File: src/perf_settings.svh
`ifndef PERF_SETTINGS_SVH
`define PERF_SETTINGS_SVH

// ----------------------------------------------------------------------
// cache geometry seen by the monitor
// ----------------------------------------------------------------------
`define BW_CACHE_TAG		20	// tag bits of a cache reference

// ----------------------------------------------------------------------
// reuse sampler sizing
// ----------------------------------------------------------------------
`define TABLE_DEPTH			4	// open samples tracked at once, power of two
`define BUFFER_DEPTH		8	// finished samples waiting for readout, power of two
`define SAMPLE_RATE_LOG2	1	// candidate when ref clock low bits are zero

// ----------------------------------------------------------------------
// comm_i control bits
// ----------------------------------------------------------------------
`define COMM_ENABLE_BIT		24	// level, counting and sampling on
`define COMM_POP_BIT		25	// rising edge drops the buffer head

`endif

File: src/perf_types_pkg.sv
`default_nettype none
`include "perf_settings.svh"

// types shared between the cache side and the readout path
package perf_types_pkg;

	typedef logic [63:0] counter_t;					// event counter, ref clock, timestamps

	typedef logic [31:0] word_t;						// comm_i / comm_o word

	typedef logic [`BW_CACHE_TAG-1:0] tag_t;		// cache tag of a reference

	typedef logic [31:0] pc_t;						// pc of the referencing instruction

	// comm_i[3:0], picks the word returned on comm_o
	typedef logic [3:0] comm_sel_t;

endpackage

`default_nettype wire

File: src/sampler_types_pkg.sv
`default_nettype none
`include "perf_settings.svh"

// types private to the reuse interval sampler
package sampler_types_pkg;

	// idle -> active on enable, active -> flush when enable drops
	typedef enum logic [1:0] {
		S_IDLE,
		S_ACTIVE,
		S_FLUSH
	} sampler_state_e;

	typedef logic [$clog2(`TABLE_DEPTH)-1:0] table_idx_t;		// reuse table slot

	// extra msb tells full from empty and doubles as occupancy
	typedef logic [$clog2(`BUFFER_DEPTH):0] buf_ptr_t;

endpackage

`default_nettype wire

File: src/cache_perf_monitor_top.sv
`timescale 1ns/1ns
`default_nettype none

module cache_perf_monitor_top
	import perf_types_pkg::*;
(
	input  wire				clock_i,
	input  wire				resetn_i,
	input  wire				req_i,				// cache reference valid
	input  wire pc_t		pc_ref_i,
	input  wire tag_t		tag_ref_i,
	input  wire				hit_i,
	input  wire				miss_i,
	input  wire				writeback_i,
	input  wire word_t		comm_i,
	output word_t			comm_o,
	output logic			stall_o				// cache must hold off references
);

cache_performance_controller u_ctrl (
	.clock_i		(clock_i		),
	.resetn_i		(resetn_i		),
	.req_i			(req_i			),
	.pc_ref_i		(pc_ref_i		),
	.tag_ref_i		(tag_ref_i		),
	.hit_i			(hit_i			),
	.miss_i			(miss_i			),
	.writeback_i	(writeback_i	),
	.comm_i			(comm_i			),
	.comm_o			(comm_o			),
	.stall_o		(stall_o		)
);

endmodule

`default_nettype wire

File: src/cache_performance_controller.sv
`timescale 1ns/1ns
`default_nettype none
`include "perf_settings.svh"

module cache_performance_controller
	import perf_types_pkg::*;
	import sampler_types_pkg::*;
(
	input  wire				clock_i,
	input  wire				resetn_i,
	input  wire				req_i,
	input  wire pc_t		pc_ref_i,
	input  wire tag_t		tag_ref_i,
	input  wire				hit_i,				// one cycle per cache hit
	input  wire				miss_i,				// one cycle per initial miss
	input  wire				writeback_i,		// one cycle per block written back
	input  wire word_t		comm_i,				// control and readout select
	output word_t			comm_o,
	output logic			stall_o
);

localparam int CNT_W = $clog2(`TABLE_DEPTH) + 1;

counter_t			hit_cnt_q;
counter_t			miss_cnt_q;
counter_t			wb_cnt_q;
word_t				comm_q;
logic				pop_bit_q;						// last comm_i pop bit
comm_sel_t			comm_sel;
logic				enable;
logic				pop;

pc_t				head_pc;
tag_t				head_tag;
counter_t			head_interval;
counter_t			head_stamp;
buf_ptr_t			used;
counter_t			ref_count;
logic [CNT_W-1:0]	remaining;
logic				buffer_full;

assign comm_sel = comm_i[3:0];
assign enable = comm_i[`COMM_ENABLE_BIT];
assign pop = comm_i[`COMM_POP_BIT] && !pop_bit_q;	// rising edge only
assign comm_o = comm_q;

// event counters
// ----------------------------------------------------------------------
always_ff @(posedge clock_i) begin
	if (!resetn_i) begin
		hit_cnt_q <= '0;
		miss_cnt_q <= '0;
		wb_cnt_q <= '0;
		pop_bit_q <= 1'b0;
	end else begin
		pop_bit_q <= comm_i[`COMM_POP_BIT];
		if (enable && hit_i) hit_cnt_q <= hit_cnt_q + 1'b1;
		if (enable && miss_i) miss_cnt_q <= miss_cnt_q + 1'b1;
		if (enable && writeback_i) wb_cnt_q <= wb_cnt_q + 1'b1;
	end
end

// readout, one cycle behind the select
// ----------------------------------------------------------------------
always_ff @(posedge clock_i) begin
	if (!resetn_i) begin
		comm_q <= '0;
	end else begin
		case (comm_sel)
			4'd0: comm_q <= hit_cnt_q[31:0];
			4'd1: comm_q <= hit_cnt_q[63:32];
			4'd2: comm_q <= miss_cnt_q[31:0];
			4'd3: comm_q <= miss_cnt_q[63:32];
			4'd4: comm_q <= wb_cnt_q[31:0];
			4'd5: comm_q <= wb_cnt_q[63:32];
			4'd6: comm_q <= head_pc;
			4'd7: comm_q <= head_interval[31:0];		// low word only
			4'd8: comm_q <= word_t'(used);
			4'd9: comm_q <= ref_count[31:0];
			4'd10: comm_q <= word_t'(remaining);
			4'd11: comm_q <= head_stamp[31:0];
			4'd12: comm_q <= head_stamp[63:32];
			4'd13: comm_q <= word_t'(head_tag);
			4'd14: comm_q <= '0;						// system id
			default: comm_q <= word_t'(buffer_full);
		endcase
	end
end

lease_sampler u_sampler (
	.clock_i			(clock_i		),
	.resetn_i			(resetn_i		),
	.enable_i			(enable			),
	.pop_i				(pop			),
	.req_i				(req_i			),
	.pc_ref_i			(pc_ref_i		),
	.tag_ref_i			(tag_ref_i		),
	.head_pc_o			(head_pc		),
	.head_tag_o			(head_tag		),
	.head_interval_o	(head_interval	),
	.head_stamp_o		(head_stamp		),
	.used_o				(used			),
	.count_o			(ref_count		),
	.remaining_o		(remaining		),
	.buffer_full_o		(buffer_full	),
	.stall_o			(stall_o		)
);

a_comm_reset: assert property (@(posedge clock_i) !resetn_i |=> (comm_o == '0));

a_cnt_monotonic: assert property (@(posedge clock_i) resetn_i |=>
	(hit_cnt_q >= $past(hit_cnt_q)) && (miss_cnt_q >= $past(miss_cnt_q)) &&
	(wb_cnt_q >= $past(wb_cnt_q)));

endmodule

`default_nettype wire

File: src/lease_sampler.sv
`timescale 1ns/1ns
`default_nettype none
`include "perf_settings.svh"

module lease_sampler
	import perf_types_pkg::*;
	import sampler_types_pkg::*;
(
	input  wire					clock_i,
	input  wire					resetn_i,
	input  wire					enable_i,			// comm_i enable level
	input  wire					pop_i,				// one cycle pulse
	input  wire					req_i,
	input  wire pc_t			pc_ref_i,
	input  wire tag_t			tag_ref_i,
	output pc_t					head_pc_o,
	output tag_t				head_tag_o,
	output counter_t			head_interval_o,
	output counter_t			head_stamp_o,
	output buf_ptr_t			used_o,
	output counter_t			count_o,			// reference clock
	output logic [$clog2(`TABLE_DEPTH):0]	remaining_o,	// free table slots
	output logic				buffer_full_o,
	output logic				stall_o
);

sampler_state_e	state_q;
counter_t		ref_clk_q;							// enabled references seen
table_idx_t		flush_idx_q;

logic			match;
pc_t			match_pc;
counter_t		match_stamp;
logic			go;									// reference may touch the table
logic			candidate;
logic			push;
logic			alloc;
logic			flushing;
logic			flush_done;

assign flushing = (state_q == S_FLUSH);
assign flush_done = (flush_idx_q == table_idx_t'(`TABLE_DEPTH - 1));
assign candidate = (ref_clk_q[`SAMPLE_RATE_LOG2-1:0] == '0);

// back-pressure, cache holds off instead of queueing
assign stall_o = (remaining_o == '0) || buffer_full_o || flushing;
assign go = enable_i && req_i && !stall_o;
assign push = go && match;							// reuse closes the sample
assign alloc = go && !match && candidate;			// free slot guaranteed by !stall_o
assign count_o = ref_clk_q;

// ----------------------------------------------------------------------
// ref clock and flush FSM
// ----------------------------------------------------------------------
always_ff @(posedge clock_i) begin
	if (!resetn_i) begin
		state_q <= S_IDLE;
		ref_clk_q <= '0;
		flush_idx_q <= '0;
	end else begin
		if (enable_i && req_i) ref_clk_q <= ref_clk_q + 1'b1;	// stalled refs too
		case (state_q)
			S_IDLE: begin
				if (enable_i) state_q <= S_ACTIVE;
			end
			S_ACTIVE: begin
				if (!enable_i) begin
					state_q <= S_FLUSH;
					flush_idx_q <= '0;
				end
			end
			S_FLUSH: begin
				flush_idx_q <= flush_idx_q + 1'b1;			// one slot per cycle
				if (flush_done) state_q <= S_IDLE;
			end
			default: state_q <= S_IDLE;
		endcase
	end
end

reuse_table u_table (
	.clock_i		(clock_i		),
	.resetn_i		(resetn_i		),
	.lookup_tag_i	(tag_ref_i		),
	.alloc_i		(alloc			),
	.alloc_pc_i		(pc_ref_i		),
	.stamp_i		(ref_clk_q		),
	.free_i			(push			),
	.flush_i		(flushing		),
	.flush_idx_i	(flush_idx_q	),
	.match_o		(match			),
	.match_pc_o		(match_pc		),
	.match_stamp_o	(match_stamp	),
	.free_count_o	(remaining_o	)
);

sample_buffer u_buffer (
	.clock_i			(clock_i					),
	.resetn_i			(resetn_i					),
	.push_i				(push						),
	.pop_i				(pop_i						),
	.push_pc_i			(match_pc					),
	.push_tag_i			(tag_ref_i					),
	.push_interval_i	(ref_clk_q - match_stamp	),	// reuse interval
	.push_stamp_i		(ref_clk_q					),
	.head_pc_o			(head_pc_o					),
	.head_tag_o			(head_tag_o					),
	.head_interval_o	(head_interval_o			),
	.head_stamp_o		(head_stamp_o				),
	.used_o				(used_o						),
	.full_o				(buffer_full_o				)
);

// a pushed record is never dropped by a full buffer
a_no_push_full: assert property (@(posedge clock_i) disable iff (!resetn_i)
	push && !pop_i |=> used_o == $past(used_o) + 1'b1);

endmodule

`default_nettype wire

File: src/reuse_table.sv
`timescale 1ns/1ns
`default_nettype none
`include "perf_settings.svh"

module reuse_table
	import perf_types_pkg::*;
	import sampler_types_pkg::*;
(
	input  wire						clock_i,
	input  wire						resetn_i,
	input  wire tag_t				lookup_tag_i,		// tag of the current reference
	input  wire						alloc_i,			// open a sample for lookup_tag_i
	input  wire pc_t				alloc_pc_i,
	input  wire counter_t			stamp_i,			// ref clock at allocation
	input  wire						free_i,				// close the matched entry
	input  wire						flush_i,
	input  wire table_idx_t			flush_idx_i,
	output logic					match_o,
	output pc_t						match_pc_o,
	output counter_t				match_stamp_o,
	output logic [$clog2(`TABLE_DEPTH):0]	free_count_o
);

localparam int DEPTH = `TABLE_DEPTH;
localparam int CNT_W = $clog2(`TABLE_DEPTH) + 1;

logic [DEPTH-1:0]	valid_q;						// slot holds an open sample
tag_t				tag_q [DEPTH];
pc_t				pc_q [DEPTH];
counter_t			stamp_q [DEPTH];

logic [DEPTH-1:0]	hit_vec;
table_idx_t			match_idx;
table_idx_t			alloc_idx;
logic [CNT_W-1:0]	free_cnt;
logic				can_alloc;

// lookup and free slot search
// ----------------------------------------------------------------------
always_comb begin
	hit_vec = '0;
	match_idx = '0;
	alloc_idx = '0;
	free_cnt = '0;
	for (int i = DEPTH - 1; i >= 0; i--) begin		// walk down, lowest index wins
		hit_vec[i] = valid_q[i] && (tag_q[i] == lookup_tag_i);
		if (hit_vec[i]) begin
			match_idx = table_idx_t'(i);
		end
		if (!valid_q[i]) begin
			alloc_idx = table_idx_t'(i);
			free_cnt = free_cnt + 1'b1;
		end
	end
end

assign match_o = |hit_vec;
assign match_pc_o = match_o ? pc_q[match_idx] : '0;
assign match_stamp_o = match_o ? stamp_q[match_idx] : '0;
assign free_count_o = free_cnt;
assign can_alloc = alloc_i && !flush_i && (free_cnt != '0);

// slot ownership, flush has priority over the cache side
always_ff @(posedge clock_i) begin
	if (!resetn_i) begin
		valid_q <= '0;
	end else if (flush_i) begin
		valid_q[flush_idx_i] <= 1'b0;					// one slot per cycle
	end else if (free_i && match_o) begin
		valid_q[match_idx] <= 1'b0;						// sample closed by reuse
	end else if (can_alloc) begin
		valid_q[alloc_idx] <= 1'b1;
	end
end

always_ff @(posedge clock_i) begin
	if (can_alloc) begin
		tag_q[alloc_idx] <= lookup_tag_i;
		pc_q[alloc_idx] <= alloc_pc_i;
		stamp_q[alloc_idx] <= stamp_i;
	end
end

// the sampler allocates only on a miss and frees only on a hit
a_alloc_free_excl: assert property (@(posedge clock_i) disable iff (!resetn_i)
	!(alloc_i && free_i));

endmodule

`default_nettype wire

File: src/sample_buffer.sv
`timescale 1ns/1ns
`default_nettype none
`include "perf_settings.svh"

module sample_buffer
	import perf_types_pkg::*;
	import sampler_types_pkg::*;
(
	input  wire					clock_i,
	input  wire					resetn_i,
	input  wire					push_i,
	input  wire					pop_i,				// ignored when empty
	input  wire pc_t			push_pc_i,
	input  wire tag_t			push_tag_i,
	input  wire counter_t		push_interval_i,
	input  wire counter_t		push_stamp_i,		// ref clock at sample end
	output pc_t					head_pc_o,
	output tag_t				head_tag_o,
	output counter_t			head_interval_o,
	output counter_t			head_stamp_o,
	output buf_ptr_t			used_o,
	output logic				full_o
);

localparam int DEPTH = `BUFFER_DEPTH;
localparam int IDX_W = $clog2(`BUFFER_DEPTH);

pc_t		pc_mem [DEPTH];
tag_t		tag_mem [DEPTH];
counter_t	interval_mem [DEPTH];
counter_t	stamp_mem [DEPTH];

buf_ptr_t	wr_ptr_q;
buf_ptr_t	rd_ptr_q;
logic		empty;
logic		do_push;
logic		do_pop;

assign used_o = wr_ptr_q - rd_ptr_q;				// wraps cleanly thanks to the msb
assign full_o = (used_o == buf_ptr_t'(DEPTH));
assign empty = (used_o == '0);
assign do_push = push_i && !full_o;
assign do_pop = pop_i && !empty;

always_ff @(posedge clock_i) begin
	if (!resetn_i) begin
		wr_ptr_q <= '0;
		rd_ptr_q <= '0;
	end else begin
		if (do_push) wr_ptr_q <= wr_ptr_q + 1'b1;
		if (do_pop) rd_ptr_q <= rd_ptr_q + 1'b1;
	end
end

always_ff @(posedge clock_i) begin
	if (do_push) begin
		pc_mem[wr_ptr_q[IDX_W-1:0]] <= push_pc_i;
		tag_mem[wr_ptr_q[IDX_W-1:0]] <= push_tag_i;
		interval_mem[wr_ptr_q[IDX_W-1:0]] <= push_interval_i;
		stamp_mem[wr_ptr_q[IDX_W-1:0]] <= push_stamp_i;
	end
end

// head reads zero once drained
assign head_pc_o = empty ? '0 : pc_mem[rd_ptr_q[IDX_W-1:0]];
assign head_tag_o = empty ? '0 : tag_mem[rd_ptr_q[IDX_W-1:0]];
assign head_interval_o = empty ? '0 : interval_mem[rd_ptr_q[IDX_W-1:0]];
assign head_stamp_o = empty ? '0 : stamp_mem[rd_ptr_q[IDX_W-1:0]];

a_used_bound: assert property (@(posedge clock_i) disable iff (!resetn_i)
	used_o <= buf_ptr_t'(DEPTH));

endmodule

`default_nettype wire

File: config.mk
export PLATFORM = sky130hd
export DESIGN_NAME = cache_perf_monitor_top
export DESIGN_NICKNAME = d
export VERILOG_FILES = /design/src/perf_types_pkg.sv /design/src/sampler_types_pkg.sv /design/src/cache_perf_monitor_top.sv /design/src/cache_performance_controller.sv /design/src/lease_sampler.sv /design/src/reuse_table.sv /design/src/sample_buffer.sv
export VERILOG_INCLUDE_DIRS = /design/src /design/src/src
export SDC_FILE = /design/constraint.sdc
export NUM_CORES = 2
export LEC_CHECK = 0
export ABC_AREA = 1
export BUFFER_PORTS_ARGS = -buffer_cell sky130_fd_sc_hd__buf_4
export CORE_UTILIZATION = 43
export CTS_CLUSTER_SIZE = 10
export DETAILED_ROUTE_END_ITERATION = 7
export GPL_TIMING_DRIVEN = 0
export SYNTH_ARGS = -nofsm -noshare
export SYNTH_HDL_FRONTEND = slang
export SYNTH_SLANG_ARGS = --single-unit
File: constraint.sdc
create_clock -name clock_i -period 23.2 [get_ports clock_i]
set_clock_uncertainty 0.05 [all_clocks]
set_input_delay 5.8 -clock clock_i [delete_from_list [all_inputs] [get_ports clock_i]]
set_output_delay 5.8 -clock clock_i [all_outputs]
set_load 0.03 [all_outputs]
==> results.py <==
metrics = {
    "run_status": {
        "status": "finished, violations left",
        "failed_checks": "max-capacitance violations, max-slew violations",
    },
    "routing": {
        "drt_iter0_drc": 9433,
        "postRouteAntennaNets": 0,
        "avgViaCountPerCell": 6.10,
        "wl_per_cell_um": 30.4,
        "drc": 0,
        "wirelength_mm": 311,
        "num_vias": 62499,
        "dr.pass1.iters": 6,
    },
    "floorplan": {
        "start_util": 0.435,
        "coreArea_um2": 181000,
        "die_w_um": 430,
        "die-area_um2": 185000,
        "ios": 123,
        "rows": 156,
        "die_y_um": 430,
    },
    "yosys": {
        "synth-compound-area-share": 0.112,
        "synthSimpleGateAreaFrac": 0.158,
        "yosys_warnings": 0,
        "synthesis.area_um2": 78800,
        "ys_async_sr_fraction": 0,
        "synth_cells": 7318,
        "synth_edf_count": 1520,
        "synthAdderAreaFrac": 0.00813,
        "synth_xor_area_frac": 0.0168,
        "synth_flop_cell": "edfxtp_1",
        "muxShareOfSynthArea": 0.000127,
        "synth-seq-cells": 1828,
        "synth-seq-area-share": 0.657,
        "synth_top_family_by_area": "simple AND/OR/NAND/NOR gates",
        "synth_nets": 7458,
        "syn_avg_cell_area_um2": 10.8,
        "ys_types": 63,
    },
    "sta": {
        "relSlewSlack": -0.0803,
        "fin_ws_ns": 10.55,
        "holdWs_ns": 0.380,
        "slew_violations": 62,
        "grt_setup_unrepaired": "no",
        "finalSetupTns_ns": 0,
        "timing_hold_violations_final": 0,
        "final-setup-viol-count": 0,
        "worst_pin_slew_ns": 1.62,
        "min_period_over_period": 0.545,
        "period_needed_ns": 12.65,
        "max_clock_freq_mhz": 79.0,
    },
    "place": {
        "place.gp.congestion": 0.997,
        "post-place-ws_ns": 10.02,
        "dpl.hpwl_mm": 229,
        "placed_area_um2": 84600,
        "placed_cells": 9953,
        "io_buffers": 95,
    },
    "cells_and_area": {
        "final_cells": 10240,
        "nets": 7932,
        "drive_gt1_frac": 0.0851,
        "syn_to_final_growth_pct": 14.9,
        "fin_area_um2": 90600,
        "fill_cells": 16179,
    },
    "clocking": {
        "cts.sinks": 1828,
        "cts_setup_buffers": 0,
        "cts-root-buf": "clkbuf_16",
        "cts_buffers": 207,
        "cts.path.max_buffers": 3,
        "tritoncts": "built",
        "cts_resized": 0,
        "insertion_delay_ns": 0.88,
        "ctsHoldBuffers": 0,
        "h-tree-depth": 4,
        "clk_pin_slew_ns": 0.06,
    },
    "worst_setup_path": {
        "crit_slowest_cell": "xor2_1",
        "critPathMaxFanout": 17,
        "crit_path_end_kind": "flop",
        "rr_endpoint": "u_ctrl.u_sampler.u_buffer.interval_mem[0][19]",
        "cpPeakStageDelay_ns": 1.17,
        "worstSetupPathType": "primary input to flop",
        "timing.critical_path.mode_cell": "nand2_1",
        "start_kind": "primary input",
        "rrSetupSlack_ns": 15.53,
        "arrival_ns": 13.05,
        "rr_startpoint": "u_ctrl.u_sampler.u_table.tag_q[1][2]",
        "reg2reg_depth": 20,
        "worstPathCellList": "buf_4 -> inv_1 -> nand2_1 -> nand2_1 -> nor2_1 -> nand2_1 -> nor2_1 -> nand3_1 -> nand2_1 -> nor2_1 -> inv_1 -> clkbuf_1 -> clkbuf_1 -> nand2_1 -> ha_1 -> a21oi_1 -> o21ai_0 -> nor2_1 -> o21bai_1 -> a21boi_0 -> o21ai_0 -> nand2_1 -> nand2_1 -> xor2_1",
        "crit_required_ns": 23.60,
    },
    "grt": {
        "grt_overflow": 0,
        "grtUsageMet3": 0.0766,
        "antenna_found_initial": 35,
        "grt_max_degree": 88,
        "grt_use_met1": 0.465,
        "grt_pass1_wl_mm": 434,
        "grt_pass1_vias": 58015,
        "met2_usage": 0.485,
        "grt.busiest_layer": "met2",
        "track_usage": 0.331,
    },
    "hold_path": {
        "min-delay-start": "u_ctrl.u_sampler.state_q[1]",
        "hold_depth": 1,
        "hold_path.class": "flop to flop",
        "whs_endpoint": "u_ctrl.u_sampler.state_q[0]",
    },
    "power_and_ir_drop": {
        "seqPwrFrac": 0.483,
        "power_frac_clock": 0.407,
        "p_sw_mw": 1.98,
        "switching_share": 0.268,
        "pwr-share-comb": 0.110,
        "ir_worst_vdd_uv": 86.0,
        "pwr_density_cell_nw_per_um2": 81.5,
        "p_int_mw": 5.40,
        "leakage_nw": 30.7,
    },
    "run": {
        "maxCapViolCount": 6,
    },
}
## worst max-delay path by stage
stage	slack, ns	depth (start not counted)	endpoint	start
global placement	-6.77	15	u_ctrl.u_sampler.u_buffer.pc_mem[1][30]	tag_ref_i[1]
global route	10.24	24	u_ctrl.u_sampler.u_buffer.interval_mem[4][19]	tag_ref_i[1]
CTS	10.91	24	u_ctrl.u_sampler.u_buffer.interval_mem[4][19]	tag_ref_i[1]
finish	10.55	24	u_ctrl.u_sampler.u_buffer.interval_mem[0][19]	tag_ref_i[1]
floorplan	5.30	14	u_ctrl.u_sampler.u_buffer.interval_mem[5][0]	tag_ref_i[2]
detailed placement	10.02	24	u_ctrl.u_sampler.u_buffer.interval_mem[4][19]	tag_ref_i[1]
## power by group through the flow
| stage | Sequential, mW | Clock [mW] | Combinational [mW] |
|---|---|---|---|
| 2_1_floorplan | 3.64 | 0 | 0.369 |
| 3_3_place_gp | 3.64 | 0 | 0.763 |
| 3_5_place_dp | 3.63 | 0 | 0.779 |
| 4_1_cts | 3.56 | 3.01 | 0.783 |
| 5_1_grt | 3.56 | 3.14 | 0.840 |
| 6_report | 3.56 | 3.00 | 0.815 |
## synth_stat cells (5+ instances only)
library cell	instances	area [um^2]
nand3_2	6	60.1
nor4_1	43	269
clkbuf_1	303	1140
o221a_2	28	315
nor3_4	5	81.3
o2111ai_1	71	622
nor2_2	17	106
o311ai_0	9	78.8
a221oi_1	6	52.6
nand3b_1	9	67.6
nor2_1	1062	3990
o22ai_1	48	300
nand2_1	914	3430
nand2_2	8	50.1
inv_1	625	2350
ha_1	48	601
edfxtp_1	1520	45600
nand4_1	130	813
o221ai_1	204	1790
nand2_4	6	67.6
o21bai_1	5	37.5
o211ai_1	7	52.6
a21oi_1	218	1090
o21ai_0	789	3950
xnor2_1	37	324
buf_1	12	45.0
o31ai_1	14	105
nor2_4	10	113
xor2_1	114	998
inv_2	5	18.8
nand3_1	389	1950
buf_2	22	110
a2111oi_0	14	123
nor3b_1	7	52.6
nor3_1	205	1030
a31oi_1	15	93.8
o21a_1	9	67.6
a211oi_1	11	82.6
dfxtp_1	308	6170
nor3_2	15	150
## kinds of logic after synthesis
group | Yosys count
and+or+nand+nor | 2850
buffers and inverters | 976
xor gates and xnor gates | 151
AOI/OAI and AO/OA | 1462
DFF | 1828
muxes | 1
adders and majority gates | 50
## critical path, delay by kind of cell
family / cells / cell delay, ns
fa+ha+maj: 1 / 0.43
compound gates: 5 / 1.25
buf+inv: 5 / 2.55
xor+xnor: 1 / 1.17
simple gates: 12 / 1.81
## layout by cell type, fill, tap and decap left out, types with 25 or more instances in the layout
cell / n
a21oi_1: 218
buf_4: 104
buf_6: 133
clkbuf_1: 339
clkbuf_16: 208
dfxtp_1: 308
edfxtp_1: 1520
ha_1: 48
inv_1: 624
nand2_1: 914
nand3_1: 389
nand4_1: 130
nor2_1: 1059
nor3_1: 195
nor3_2: 25
nor4_1: 43
o2111ai_1: 71
o21ai_0: 789
o221a_2: 28
o221ai_1: 204
o22ai_1: 48
xnor2_1: 33
xor2_1: 113
## area by class of cell
type	count	area [um^2]	share of cell area
timing repair buffer	265	2760	0.0305
multi-input combinational	4514	23400	0.258
inverter	635	2390	0.0264
clock buffer	253	5460	0.0603
buffer	341	1320	0.0146
sequential	1828	51800	0.572
antenna	9	22.5	0.000249
clock inverter	25	439	0.00485
tap	2370	2970	0.0327
## stage by stage
step,total power [mW],utilization
final,7.38,0.500
after global routing,7.54,0.499
after CTS,7.36,0.499
after detailed placement,4.41,0.467
after global placement,4.40,0.455
after floorplan,4.01,-
## state kept, by name (all words and copies together) (netlist names), named ones only
register	flops
u_ctrl.u_sampler.u_buffer.stamp_mem	512
u_ctrl.u_sampler.u_buffer.interval_mem	256
u_ctrl.u_sampler.u_buffer.pc_mem	256
u_ctrl.u_sampler.u_buffer.tag_mem	160
u_ctrl.u_sampler.u_table.pc_q	128
u_ctrl.u_sampler.u_table.stamp_q	128
u_ctrl.u_sampler.u_table.tag_q	80
u_ctrl.hit_cnt_q	64
u_ctrl.miss_cnt_q	64
u_ctrl.u_sampler.count_o	64
u_ctrl.wb_cnt_q	64
u_ctrl.comm_o	32
u_ctrl.u_sampler.u_buffer.rd_ptr_q	4
u_ctrl.u_sampler.u_buffer.wr_ptr_q	4
u_ctrl.u_sampler.u_table.valid_q	4
u_ctrl.u_sampler.flush_idx_q	2
u_ctrl.u_sampler.state_q	2
u_ctrl.pop_bit_q	1
## per-layer routing
metal  part of all wire  up-vias
li1                   -    27047
met1               0.41    30831
met2               0.43     3941
met3               0.12      668
met4              0.050       12
met5            0.00024        -
(Power assumes the default switching activity.)
